`config.mk`:
```
export PLATFORM = sky130hd
export DESIGN_NAME = tag_rx_top
export DESIGN_NICKNAME = d
export VERILOG_FILES = /design/src/hw/tag_rx_pkg.sv /design/src/hw/iq_scaler.sv /design/src/hw/preamble_detect.sv /design/src/hw/rx_mixer.sv /design/src/hw/tag_rx_ctrl.sv /design/src/hw/out_fifo.sv /design/src/hw/tag_rx_top.sv
export SDC_FILE = /design/constraint.sdc
export NUM_CORES = 2
export LEC_CHECK = 0
export BUFFER_PORTS_ARGS = -buffer_cell sky130_fd_sc_hd__buf_2
export CORE_ASPECT_RATIO = 1.5
export CORE_MARGIN = 4
export CORE_UTILIZATION = 35
export CTS_BUF_LIST = sky130_fd_sc_hd__clkbuf_16
export DETAILED_ROUTE_END_ITERATION = 10
export GPL_TIMING_DRIVEN = 0
export PLACE_DENSITY = 0.6
export SKIP_LAST_GASP = 1
export SYNTH_ARGS = -nofsm -noshare
export SYNTH_HDL_FRONTEND = slang
export SYNTH_SLANG_ARGS = --single-unit
```
`constraint.sdc`:
```
create_clock -name clk -period 9.97 [get_ports clk]
set_input_delay 0.997 -clock clk [delete_from_list [all_inputs] [get_ports clk]]
set_output_delay 0.997 -clock clk [all_outputs]
set_load 0.005 [all_outputs]
```
`src/hw/tag_rx_pkg.sv`:
```
package tag_rx_pkg;

  // sample and phase widths
  localparam int data_width  = 16;
  localparam int phase_width = 24;
  localparam int gpio_width  = 12;

  typedef logic signed [data_width-1:0] sample_t;

  localparam sample_t sample_max = {1'b0, {(data_width-1){1'b1}}};
  localparam sample_t sample_min = {1'b1, {(data_width-1){1'b0}}};

  // rx_start kept for encoding compatibility, never entered
  typedef enum logic [1:0] {
    rx_init     = 2'd0,
    rx_loc_sync = 2'd1,
    rx_start    = 2'd2,
    rx_loc_rx   = 2'd3
  } rx_state_t;

  // square-wave sync magnitude
  localparam sample_t sync_level = 16384;

  // clamp a double-width value into the sample range
  function automatic sample_t sat_sample(input logic signed [2*data_width-1:0] x);
    sample_t res;
    if (x > sample_max) begin
      res = sample_max;
    end else if (x < sample_min) begin
      res = sample_min;
    end else begin
      res = x[data_width-1:0];
    end
    return res;
  endfunction

endpackage

```
`src/hw/iq_scaler.sv`:
```
module iq_scaler #(
  parameter int scale_shift = 8
) (
  input  logic                clk,
  input  logic                rst,
  input  logic                advance,
  input  tag_rx_pkg::sample_t gain,
  input  tag_rx_pkg::sample_t in_i,
  input  tag_rx_pkg::sample_t in_q,
  output tag_rx_pkg::sample_t scaled_i,
  output tag_rx_pkg::sample_t scaled_q
);
  import tag_rx_pkg::*;

  logic signed [2*data_width-1:0] prod_i;
  logic signed [2*data_width-1:0] prod_q;
  logic signed [2*data_width-1:0] shift_i;
  logic signed [2*data_width-1:0] shift_q;

  // full-width products, then drop the fractional bits
  assign prod_i  = gain * in_i;
  assign prod_q  = gain * in_q;
  assign shift_i = prod_i >>> scale_shift;
  assign shift_q = prod_q >>> scale_shift;

  // saturated result held until the next accept
  always_ff @(posedge clk) begin
    if (rst) begin
      scaled_i <= '0;
      scaled_q <= '0;
    end else if (advance) begin
      scaled_i <= sat_sample(shift_i);
      scaled_q <= sat_sample(shift_q);
    end
  end

endmodule

```
`src/hw/preamble_detect.sv`:
```
module preamble_detect #(
  parameter int dec_rate     = 64,
  parameter int energy_thres = 15000
) (
  input  logic                clk,
  input  logic                rst,
  input  logic                advance,
  input  tag_rx_pkg::sample_t scaled_i,
  input  tag_rx_pkg::sample_t scaled_q,
  output logic                peak_valid,
  output logic                peak_hit
);
  import tag_rx_pkg::*;

  localparam int cnt_width = (dec_rate > 1) ? $clog2(dec_rate) : 1;
  localparam int mag_width = data_width + 1;
  localparam int acc_width = mag_width + cnt_width + 1;

  logic [cnt_width-1:0] dec_cnt;
  logic [acc_width-1:0] energy;
  logic [acc_width-1:0] energy_next;
  logic [mag_width-1:0] abs_i;
  logic [mag_width-1:0] abs_q;
  logic                 block_end;

  // |x| in one extra bit so the most negative sample fits
  function automatic logic [mag_width-1:0] mag(input sample_t x);
    logic signed [mag_width-1:0] ext;
    ext = x;
    if (ext < 0) begin
      ext = -ext;
    end
    return ext;
  endfunction

  assign abs_i       = mag(scaled_i);
  assign abs_q       = mag(scaled_q);
  assign energy_next = energy + abs_i + abs_q;
  assign block_end   = (dec_cnt == cnt_width'(dec_rate - 1));

  always_ff @(posedge clk) begin
    if (rst) begin
      dec_cnt    <= '0;
      energy     <= '0;
      peak_valid <= 1'b0;
      peak_hit   <= 1'b0;
    end else if (advance) begin
      if (block_end) begin
        dec_cnt    <= '0;
        energy     <= '0;
        peak_valid <= 1'b1;
        peak_hit   <= (energy_next > energy_thres);
      end else begin
        dec_cnt    <= dec_cnt + 1'b1;
        energy     <= energy_next;
        peak_valid <= 1'b0;
        peak_hit   <= 1'b0;
      end
    end
  end

endmodule

```
`src/hw/rx_mixer.sv`:
```
module rx_mixer #(
  parameter logic [tag_rx_pkg::phase_width-1:0] ph_inc   = 24'h400000,
  parameter logic [tag_rx_pkg::phase_width-1:0] start_ph = '0,
  parameter int                                 nsymb    = 64
) (
  input  logic                clk,
  input  logic                rst,
  input  logic                advance,
  input  logic                srst,
  input  tag_rx_pkg::sample_t scaled_i,
  input  tag_rx_pkg::sample_t scaled_q,
  output tag_rx_pkg::sample_t bb_i,
  output tag_rx_pkg::sample_t bb_q,
  output logic                sync_ready
);
  import tag_rx_pkg::*;

  localparam int symb_width = (nsymb > 0) ? $clog2(nsymb + 1) : 1;

  logic [phase_width-1:0] phase;
  logic [symb_width-1:0]  symb_cnt;
  logic [1:0]             quad;
  sample_t                rot_i;
  sample_t                rot_q;

  function automatic sample_t neg_sat(input sample_t x);
    logic signed [2*data_width-1:0] wide;
    wide = x;
    return sat_sample(-wide);
  endfunction

  // quarter turn picked by the top two phase bits
  assign quad = phase[phase_width-1 -: 2];

  always_comb begin
    case (quad)
      2'd0: begin
        rot_i = scaled_i;
        rot_q = scaled_q;
      end
      2'd1: begin
        rot_i = neg_sat(scaled_q);
        rot_q = scaled_i;
      end
      2'd2: begin
        rot_i = neg_sat(scaled_i);
        rot_q = neg_sat(scaled_q);
      end
      default: begin
        rot_i = scaled_q;
        rot_q = neg_sat(scaled_i);
      end
    endcase
  end

  assign sync_ready = (symb_cnt == symb_width'(nsymb));

  always_ff @(posedge clk) begin
    if (rst) begin
      phase    <= start_ph;
      symb_cnt <= '0;
      bb_i     <= '0;
      bb_q     <= '0;
    end else if (advance) begin
      bb_i <= rot_i;
      bb_q <= rot_q;
      if (srst) begin
        phase    <= start_ph;
        symb_cnt <= '0;
      end else begin
        phase <= phase + ph_inc;
        // stop once nsymb symbols have gone by
        if (!sync_ready) begin
          symb_cnt <= symb_cnt + 1'b1;
        end
      end
    end
  end

endmodule

```
`src/hw/tag_rx_ctrl.sv`:
```
module tag_rx_ctrl #(
  parameter int dec_rate = 64,
  parameter int nsyncp   = 16384,
  parameter int nsyncn   = 16384,
  parameter int nrx_trig = 16
) (
  input  logic                                 clk,
  input  logic                                 rst,
  input  logic                                 advance,
  input  logic                                 run,
  input  tag_rx_pkg::sample_t                  scale_val,
  output tag_rx_pkg::sample_t                  gain,
  input  logic                                 peak_valid,
  input  logic                                 peak_hit,
  input  logic                                 sync_ready,
  input  tag_rx_pkg::sample_t                  bb_i,
  input  tag_rx_pkg::sample_t                  bb_q,
  output logic                                 mixer_srst,
  output tag_rx_pkg::sample_t                  sel_i,
  output tag_rx_pkg::sample_t                  sel_q,
  output logic                                 rx_valid,
  output logic                                 rx_trig,
  output logic                                 peak_stb,
  output tag_rx_pkg::rx_state_t                rx_state,
  output logic [tag_rx_pkg::gpio_width-1:0]    gpio_out,
  output logic [tag_rx_pkg::gpio_width-1:0]    gpio_ddr
);
  import tag_rx_pkg::*;

  // last count of the sync playout, trigger delay included
  localparam int sync_last   = nsyncp + nsyncn + (nrx_trig - 1) * dec_rate - 1;
  localparam int count_width = (sync_last > 0) ? $clog2(sync_last + 1) : 1;

  rx_state_t              state;
  logic [count_width-1:0] count;
  logic                   start_rx;
  logic                   in_sync;
  sample_t                sync_i;

  assign rx_state   = state;
  assign mixer_srst = start_rx;
  assign rx_trig    = start_rx;

  // sync pattern replaces the data while the mixer restarts
  assign in_sync = (state == rx_loc_sync);
  assign sync_i  = (count < nsyncp) ? sync_level : -sync_level;
  assign sel_i   = in_sync ? sync_i : bb_i;
  assign sel_q   = in_sync ? '0 : bb_q;

  assign peak_stb = peak_valid && peak_hit;
  assign gpio_ddr = gpio_width'(1);
  assign gpio_out = {{(gpio_width-1){1'b0}}, peak_stb};

  always_ff @(posedge clk) begin
    if (rst || !run) begin
      state    <= rx_init;
      count    <= '0;
      start_rx <= 1'b0;
      rx_valid <= 1'b0;
      gain     <= sample_t'(1);
    end else if (advance) begin
      case (state)
        rx_init: begin
          gain <= (scale_val == '0) ? sample_t'(1) : scale_val;
          if (peak_valid) begin
            if (peak_hit) begin
              state    <= rx_loc_sync;
              rx_valid <= 1'b1;
              start_rx <= 1'b1;
              count    <= '0;
            end else begin
              rx_valid <= 1'b0;
            end
          end
        end
        rx_loc_sync: begin
          if (count < sync_last) begin
            count <= count + 1'b1;
          end else begin
            start_rx <= 1'b0;
            state    <= rx_loc_rx;
          end
        end
        rx_loc_rx: begin
          // frame is over at the first block end after the symbols
          if (peak_valid && sync_ready) begin
            state <= rx_init;
          end
        end
        default: begin
          state <= rx_init;
        end
      endcase
    end
  end

endmodule

```
`src/hw/out_fifo.sv`:
```
module out_fifo (
  input  logic                clk,
  input  logic                rst,
  input  tag_rx_pkg::sample_t in_i,
  input  tag_rx_pkg::sample_t in_q,
  input  logic                in_valid,
  output logic                not_full,
  output tag_rx_pkg::sample_t out_i,
  output tag_rx_pkg::sample_t out_q,
  output logic                out_valid,
  input  logic                out_ready
);
  import tag_rx_pkg::*;

  // input stage plus output stage, two entries in all
  sample_t hold_i;
  sample_t hold_q;
  logic    hold_full;
  logic    move;

  assign move     = hold_full && (!out_valid || out_ready);
  // room if the input stage is free or drains this cycle
  assign not_full = !hold_full || !out_valid || out_ready;

  always_ff @(posedge clk) begin
    if (rst) begin
      hold_full <= 1'b0;
      out_valid <= 1'b0;
    end else begin
      if (in_valid && not_full) begin
        hold_full <= 1'b1;
      end else if (move) begin
        hold_full <= 1'b0;
      end
      if (move) begin
        out_valid <= 1'b1;
      end else if (out_ready) begin
        out_valid <= 1'b0;
      end
    end
  end

  always_ff @(posedge clk) begin
    if (in_valid && not_full) begin
      hold_i <= in_i;
      hold_q <= in_q;
    end
    if (move) begin
      out_i <= hold_i;
      out_q <= hold_q;
    end
  end

endmodule

```
`src/hw/tag_rx_top.sv`:
```
module tag_rx_top #(
  parameter int                                 scale_shift  = 8,
  parameter int                                 dec_rate     = 64,
  parameter int                                 energy_thres = 15000,
  parameter logic [tag_rx_pkg::phase_width-1:0] ph_inc       = 24'h400000,
  parameter logic [tag_rx_pkg::phase_width-1:0] start_ph     = '0,
  parameter int                                 nsymb        = 64,
  parameter int                                 nsyncp       = 16384,
  parameter int                                 nsyncn       = 16384,
  parameter int                                 nrx_trig     = 16
) (
  input  logic                              clk,
  input  logic                              rst,
  input  logic                              in_valid,
  output logic                              in_ready,
  input  tag_rx_pkg::sample_t               in_i,
  input  tag_rx_pkg::sample_t               in_q,
  output logic                              out_valid,
  input  logic                              out_ready,
  output tag_rx_pkg::sample_t               out_i,
  output tag_rx_pkg::sample_t               out_q,
  input  logic                              run,
  input  tag_rx_pkg::sample_t               scale_val,
  output logic                              rx_valid,
  output logic                              rx_trig,
  output tag_rx_pkg::rx_state_t             rx_state,
  output logic                              peak_stb,
  output logic [tag_rx_pkg::gpio_width-1:0] gpio_out,
  output logic [tag_rx_pkg::gpio_width-1:0] gpio_ddr
);
  import tag_rx_pkg::*;

  logic    advance;
  logic    chain_rst;
  logic    not_full;
  logic    peak_valid;
  logic    peak_hit;
  logic    mixer_srst;
  logic    sync_ready;
  sample_t gain;
  sample_t scaled_i;
  sample_t scaled_q;
  sample_t bb_i;
  sample_t bb_q;
  sample_t sel_i;
  sample_t sel_q;

  // one accept moves every stage
  assign in_ready  = not_full;
  assign advance   = in_valid && not_full;
  assign chain_rst = rst || !run;

  iq_scaler #(.scale_shift(scale_shift)) scaler0 (
    .clk(clk), .rst(chain_rst), .advance(advance), .gain(gain),
    .in_i(in_i), .in_q(in_q), .scaled_i(scaled_i), .scaled_q(scaled_q));

  preamble_detect #(.dec_rate(dec_rate), .energy_thres(energy_thres)) detect0 (
    .clk(clk), .rst(chain_rst), .advance(advance), .scaled_i(scaled_i),
    .scaled_q(scaled_q), .peak_valid(peak_valid), .peak_hit(peak_hit));

  rx_mixer #(.ph_inc(ph_inc), .start_ph(start_ph), .nsymb(nsymb)) mixer0 (
    .clk(clk), .rst(chain_rst), .advance(advance), .srst(mixer_srst),
    .scaled_i(scaled_i), .scaled_q(scaled_q), .bb_i(bb_i), .bb_q(bb_q),
    .sync_ready(sync_ready));

  tag_rx_ctrl #(
    .dec_rate(dec_rate), .nsyncp(nsyncp), .nsyncn(nsyncn), .nrx_trig(nrx_trig)
  ) ctrl0 (
    .clk(clk), .rst(rst), .advance(advance), .run(run), .scale_val(scale_val),
    .gain(gain), .peak_valid(peak_valid), .peak_hit(peak_hit),
    .sync_ready(sync_ready), .bb_i(bb_i), .bb_q(bb_q), .mixer_srst(mixer_srst),
    .sel_i(sel_i), .sel_q(sel_q), .rx_valid(rx_valid), .rx_trig(rx_trig),
    .peak_stb(peak_stb), .rx_state(rx_state), .gpio_out(gpio_out),
    .gpio_ddr(gpio_ddr));

  out_fifo fifo0 (
    .clk(clk), .rst(chain_rst), .in_i(sel_i), .in_q(sel_q), .in_valid(advance),
    .not_full(not_full), .out_i(out_i), .out_q(out_q), .out_valid(out_valid),
    .out_ready(out_ready));

endmodule

```
-- Yosys cells after proc, flatten, opt, wreduce, memory -nomap -nowiden
Cells that the tools add are included.
- register bits: 229
- bits of input ports: 53
- output and inout bits: 63
- word-level logic and storage cells: 122
- add/sub/neg operators: 10
- $mul: 2
- magnitude comparators: 13
- eq/ne operators: 12
- muxes and demuxes: 40
- reduce and logical (&&, ||, !) cells: 24
- operators with widths (cell ; count):
    $mux W16 ; 14
    $pmux W16 S3 ; 2
    $gt A32 B16 Y1 const B ; 2
    $lt A32 B16 Y1 const B ; 2
    $mul A16 B16 Y32 ; 2
    $neg A16 Y32 ; 2
    $add A24 B17 Y24 ; 2
    $gt A24 B16 Y1 const B ; 2
    $lt A24 B16 Y1 const B ; 2
    $mux W24 ; 2
    $mux W17 ; 2
    $neg A16 Y17 ; 2
    $lt A16 B1 Y1 const B ; 2
    $pmux W16 S2 ; 1
    $add A24 B23 Y24 const B ; 1
    $gt A24 B14 Y1 const B ; 1
    $add A16 B1 Y16 const B ; 1
    $logic_not A16 Y1 ; 1
    $lt A16 B15 Y1 const B ; 1
    $lt A16 B16 Y1 const B ; 1
    $reduce_and A5 Y1 ; 3
    $mux W7 ; 2
    $mux W1 ; 10
    $ne A2 B2 Y1 const B ; 5
    other kinds (18) ; 36

-- Longest topological paths before layout
- depth in word-level cells: 6
- mapped depth: 27
- mapped depth without buffers: 25

-- By module
From an unflattened synthesis, not the netlist that was laid out.
- cell total of the unflattened synthesis: 3623
- area, all modules: 32263.4 um2
- by module, submodules not included (module ; times used ; cells an instance ; area an instance (um2)):
    iq_scaler ; 1 ; 2387 ; 21371.7
    preamble_detect ; 1 ; 443 ; 3432.0
    rx_mixer ; 1 ; 424 ; 3183.1
    tag_rx_ctrl ; 1 ; 293 ; 2238.4
    out_fifo ; 1 ; 74 ; 2025.7
    tag_rx_top ; 1 ; 2 ; 12.5

-- Worst setup path after synthesis
Ideal clock, no wire load.
- kind: input-to-reg
- from: input port in_q[3]
- to: register scaler0.scaled_q[5]
- library setup time: 0.143 ns
- arrival: 7.913 ns
- slack: 1.913 ns
- cell stages on the path: 25
- path buffers: 2
- cells stage by stage: clkbuf_1 > nand2_1 > fa_1 > inv_1 > fa_1 > inv_1 > fa_1 > fa_1 > inv_1 > fa_1 > inv_1 > fa_1 > inv_1 > ha_1 > a21o_1 > a21o_1 > a21oi_1 > o21ai_0 > a211oi_1 > o221ai_1 > nor3_2 > o2111ai_1 > o41ai_2 > buf_2 > a221oi_1
- cells in the longest elaborated chain, start to end: 4
- elaborated cells on any way between the ends: 5
- those cells by class: 1 x mul; 2 x order compare; 2 x mux
- RTL lines (item ; RTL line ; text):
    from (decl) ; tag_rx_top.sv:17 ; input tag_rx_pkg::sample_t in_q,
    $mul A16 B16 Y32 * ; iq_scaler.sv:22 ; assign prod_q = gain * in_q;
    $lt A24 B16 Y1 ; tag_rx_pkg.sv:29 ; end else if (x < sample_min) begin
    $mux W16 ; tag_rx_pkg.sv:29 ;
    $mux W16 * ; tag_rx_pkg.sv:27 ; if (x > sample_max) begin
    to (signal assigned) ; iq_scaler.sv:33 ; scaled_q <= sat_sample(shift_q);
    to (decl) ; iq_scaler.sv:11 ; output tag_rx_pkg::sample_t scaled_q
Mark *: on every way between the ends. The rest lies on a longest branch, timed or not.
A chain may end at the register's enable or synchronous reset.

-- Final worst setup path
- from: register ctrl0.gain[15]
- to: register scaler0.scaled_q[5]
- cells in the longest elaborated chain, start to end: 4
- elaborated cells on any way between the ends: 5
- those cells by class: 1 x mul; 2 x order compare; 2 x mux
- RTL lines (item ; RTL line ; text):
    from (decl) ; tag_rx_ctrl.sv:12 ; output tag_rx_pkg::sample_t gain,
    from (signal assigned) ; tag_rx_ctrl.sv:60 ; gain <= sample_t'(1);
    from (signal assigned) ; tag_rx_ctrl.sv:64 ; gain <= (scale_val == '0) ? sample_t'(1) : scale_val;
    $mul A16 B16 Y32 * ; iq_scaler.sv:22 ;
    $lt A24 B16 Y1 ; tag_rx_pkg.sv:29 ;
    $mux W16 ; tag_rx_pkg.sv:29 ;
    $mux W16 * ; tag_rx_pkg.sv:27 ;
Marked as above.

==> impl_metrics.toml <==
[placement]
gp_congestion = 1.03
port_buffers = 92
placedCellCount = 4790
placedInstanceArea_um2 = 33100
dp_hpwl_mm = 80.2

[sta]
slew_headroom_pct = 26.9
tightest_slew_ns = 1.10
setup_viol = 0
grt_setup_unrepaired = "false"
hold_viol = 0
max_freq_mhz = 106
post-route-period-util_pct = 94.2
finClkSkew_ns = 0.0153
drv_slew = 0
min_period_ns = 9.40

[grt]
grt_usage_pct = 20.4
grt_max_degree = 42
grt_pass1_wl_mm = 149
grt_pass1_vias = 25900
antenna_found_initial = 6
overflow = 0

[power_and_ir_drop]
leakagePower_nw = 15.9
power_density_nw_per_um2 = 151
irDropWorstVdd_mv = 0.152

[routing]
post-route-drc-count = 0
final_antenna_net_count = 0
drtIter0Drc = 1436
drt-wirelength-per-cell_um = 19.6
routed_wl_mm = 95.0
avgViaCountPerCell = 5.02
dr.pass1.iters = 6
num_vias = 24300

[die]
initial_core_util_pct = 35.3
row_count = 133
die_area_um2 = 93600
die_h_um = 373
die_w_um = 251
num_io_pins = 116
fp.coreArea_um2 = 87900

[clock_tree]
root_buffer = "clkbuf_16"
clk_pin_slew_worst_paths_ns = 0.06
tritoncts = "yes"
h-tree-depth = 1
postCtsHoldBufs = 0
postCtsSetupBuffers = 0
cts_buffers = 25
cts_resized = 0
insertion_delay_ns = 0.56
cts.sinks = 207
ctsLongestPathBuffers = 3

[final_layout]
synthToLayoutAreaGrowth_pct = 9.44
final_common_cell = "inv_1"
finalNetCount = 4454
layout_common_cells = "730 x inv_1, 540 x fa_1, 400 x nand2_1"
fillers = 9027
finish.instance_area_um2 = 34000
instances_no_fill = 4841
regMostFlops = "detect0.energy"
drive_gt1_share_pct = 5.42
largest_reg_flops = 24
final_util_pct = 38.7

[critical_path]
endpoint_kind = "flip-flop"
r2r-end = "scaler0.scaled_q[5]"
arrival_ns = 9.80
critPathMaxFanout = 10
cp-start-kind = "flip-flop"
reg2reg_depth = 26
path_class = "reg2reg"
r2r_setup_slack_ns = 0.57
required_ns = 10.38
r2r_start = "ctrl0.gain[15]"

[logic_synthesis]
synth_edf_count = 64
synth_top_area_share_pct = 34.8
synth.avg_cell_area_um2 = 8.80
synth_flop_cell = "dfxtp_1"
synth_top_area_cell = "fa_1"
synthArstFlopShare_pct = 0
syn_inst = 3528
synth_area_um2 = 31100
yosysSeqAreaShare_pct = 15.4
synthTopCellsByArea = "fa_1 35%, dfxtp_1 9.2%, inv_1 8.8%"
yosysUniqueCellTypes = 78
ys_seq_elements = 207
yosysWarningCount = 0

[min_path]
holdPathEnd = "fifo0.out_i[10]"
hold_class = "reg2reg"
hp-start = "fifo0.hold_i[10]"
hold_depth = 0

[outcome]
outcome = "complete, no violations"

[job]
cap_viol_max_count = 0
worst max-delay path: stages, from the launching register on:
cell	delay (ns)
dfxtp_1	0.58
clkbuf_1	0.54
and2_1	0.27
inv_1	0.07
fa_1	0.74
inv_1	0.10
fa_1	0.86
inv_1	0.25
fa_1	0.50
fa_1	0.49
inv_1	0.05
fa_1	0.47
inv_1	0.05
fa_1	0.53
inv_1	0.04
ha_1	0.20
a21o_1	0.18
a21o_1	0.17
a21oi_1	0.38
o21ai_0	0.14
a211oi_1	0.46
o221ai_1	0.23
nor3_2	0.28
o2111ai_1	0.20
o41ai_2	0.92
buf_2	0.41
a221oi_1	0.11
where the power goes:
part / internal [mW] / leakage, nW / switching [mW]
sequential: 0.920 / 1.79 / 0.0385
clock: 0.594 / 0.434 / 0.404
combinational: 1.16 / 13.7 / 2.00
total: 2.68 / 15.9 / 2.44
how the worst max path moves through the flow:
stage / startpoint / end / depth (start not counted)
2_1_floorplan: in_q[3] / scaler0.scaled_q[5] / 25
3_3_place_gp: in_i[3] / scaler0.scaled_i[6] / 24
3_5_place_dp: in_i[3] / scaler0.scaled_i[5] / 24
4_1_cts: ctrl0.gain[15] / scaler0.scaled_i[5] / 23
5_1_grt: ctrl0.gain[15] / scaler0.scaled_q[5] / 26
6_report: ctrl0.gain[15] / scaler0.scaled_q[5] / 26
Yosys cell counts (16+ instances only):
cell type / n
xnor2_1: 80
nor2_1: 168
a21oi_1: 146
dfxtp_1: 143
nand3_1: 46
ha_1: 191
nor3_1: 28
inv_1: 729
and2_1: 273
a21o_1: 41
fa_1: 540
a22oi_1: 27
xor2_1: 54
edfxtp_1: 64
clkbuf_1: 163
buf_4: 24
nand2_1: 400
nand2b_1: 29
a221oi_1: 42
or3_1: 23
o21a_1: 16
o21ai_0: 80
cell families after synthesis:
| kind of cell | synth area share (%) |
|---|---|
| AND/OR/NAND/NOR | 16.6 |
| buffers and inverters | 11.5 |
| adder cells (fa/ha/maj) | 42.5 |
| AO/OA/AOI/OAI | 9.84 |
| flip-flops | 15.4 |
| XOR/XNOR | 3.78 |
| multiplexers | 0.250 |
| other | 0.0242 |
metrics by stage:
| stage | setup TNS [ns] | hold WS (ns) | setup WS [ns] | power, mW |
|---|---|---|---|---|
| finish | 0 | 0.418 | 0.574 | 5.12 |
| global route | 0 | 0.417 | 0.0518 | 5.57 |
| CTS | 0 | 0.414 | 0.0106 | 5.15 |
| detailed placement | -4.79 | 0.405 | -0.404 | 4.12 |
| global placement | -4.14 | 0.403 | -0.360 | 4.10 |
| floorplan | 0 | 0.400 | 1.91 | 3.24 |
layer usage:
metal / track usage (%) / vias to the layer above / routed length (µm) / part of all wire, %
met5: 0 / - / 31 / 0.033
met4: 9.92 / 6 / 6260 / 6.6
met3: 2.58 / 254 / 5100 / 5.4
met2: 37.2 / 806 / 48200 / 51
met1: 23.5 / 12100 / 35400 / 37
li1: - / 11200 / - / -
cell type report:
| class | instances | area (µm²) | area share [%] |
|---|---|---|---|
| Inverter | 730 | 2740 | 8.06 |
| Sequential cell | 207 | 4780 | 14.1 |
| Buffer | 199 | 848 | 2.50 |
| Clock inverter | 21 | 259 | 0.762 |
| Tap cell | 1147 | 1440 | 4.22 |
| Clock buffer | 25 | 626 | 1.84 |
| Antenna cell | 5 | 12.5 | 0.0368 |
| Timing Repair Buffer | 94 | 499 | 1.47 |
| Multi-Input combinational cell | 2413 | 22800 | 67.0 |
No activity file was read; power rests on OpenSTA's default activity.
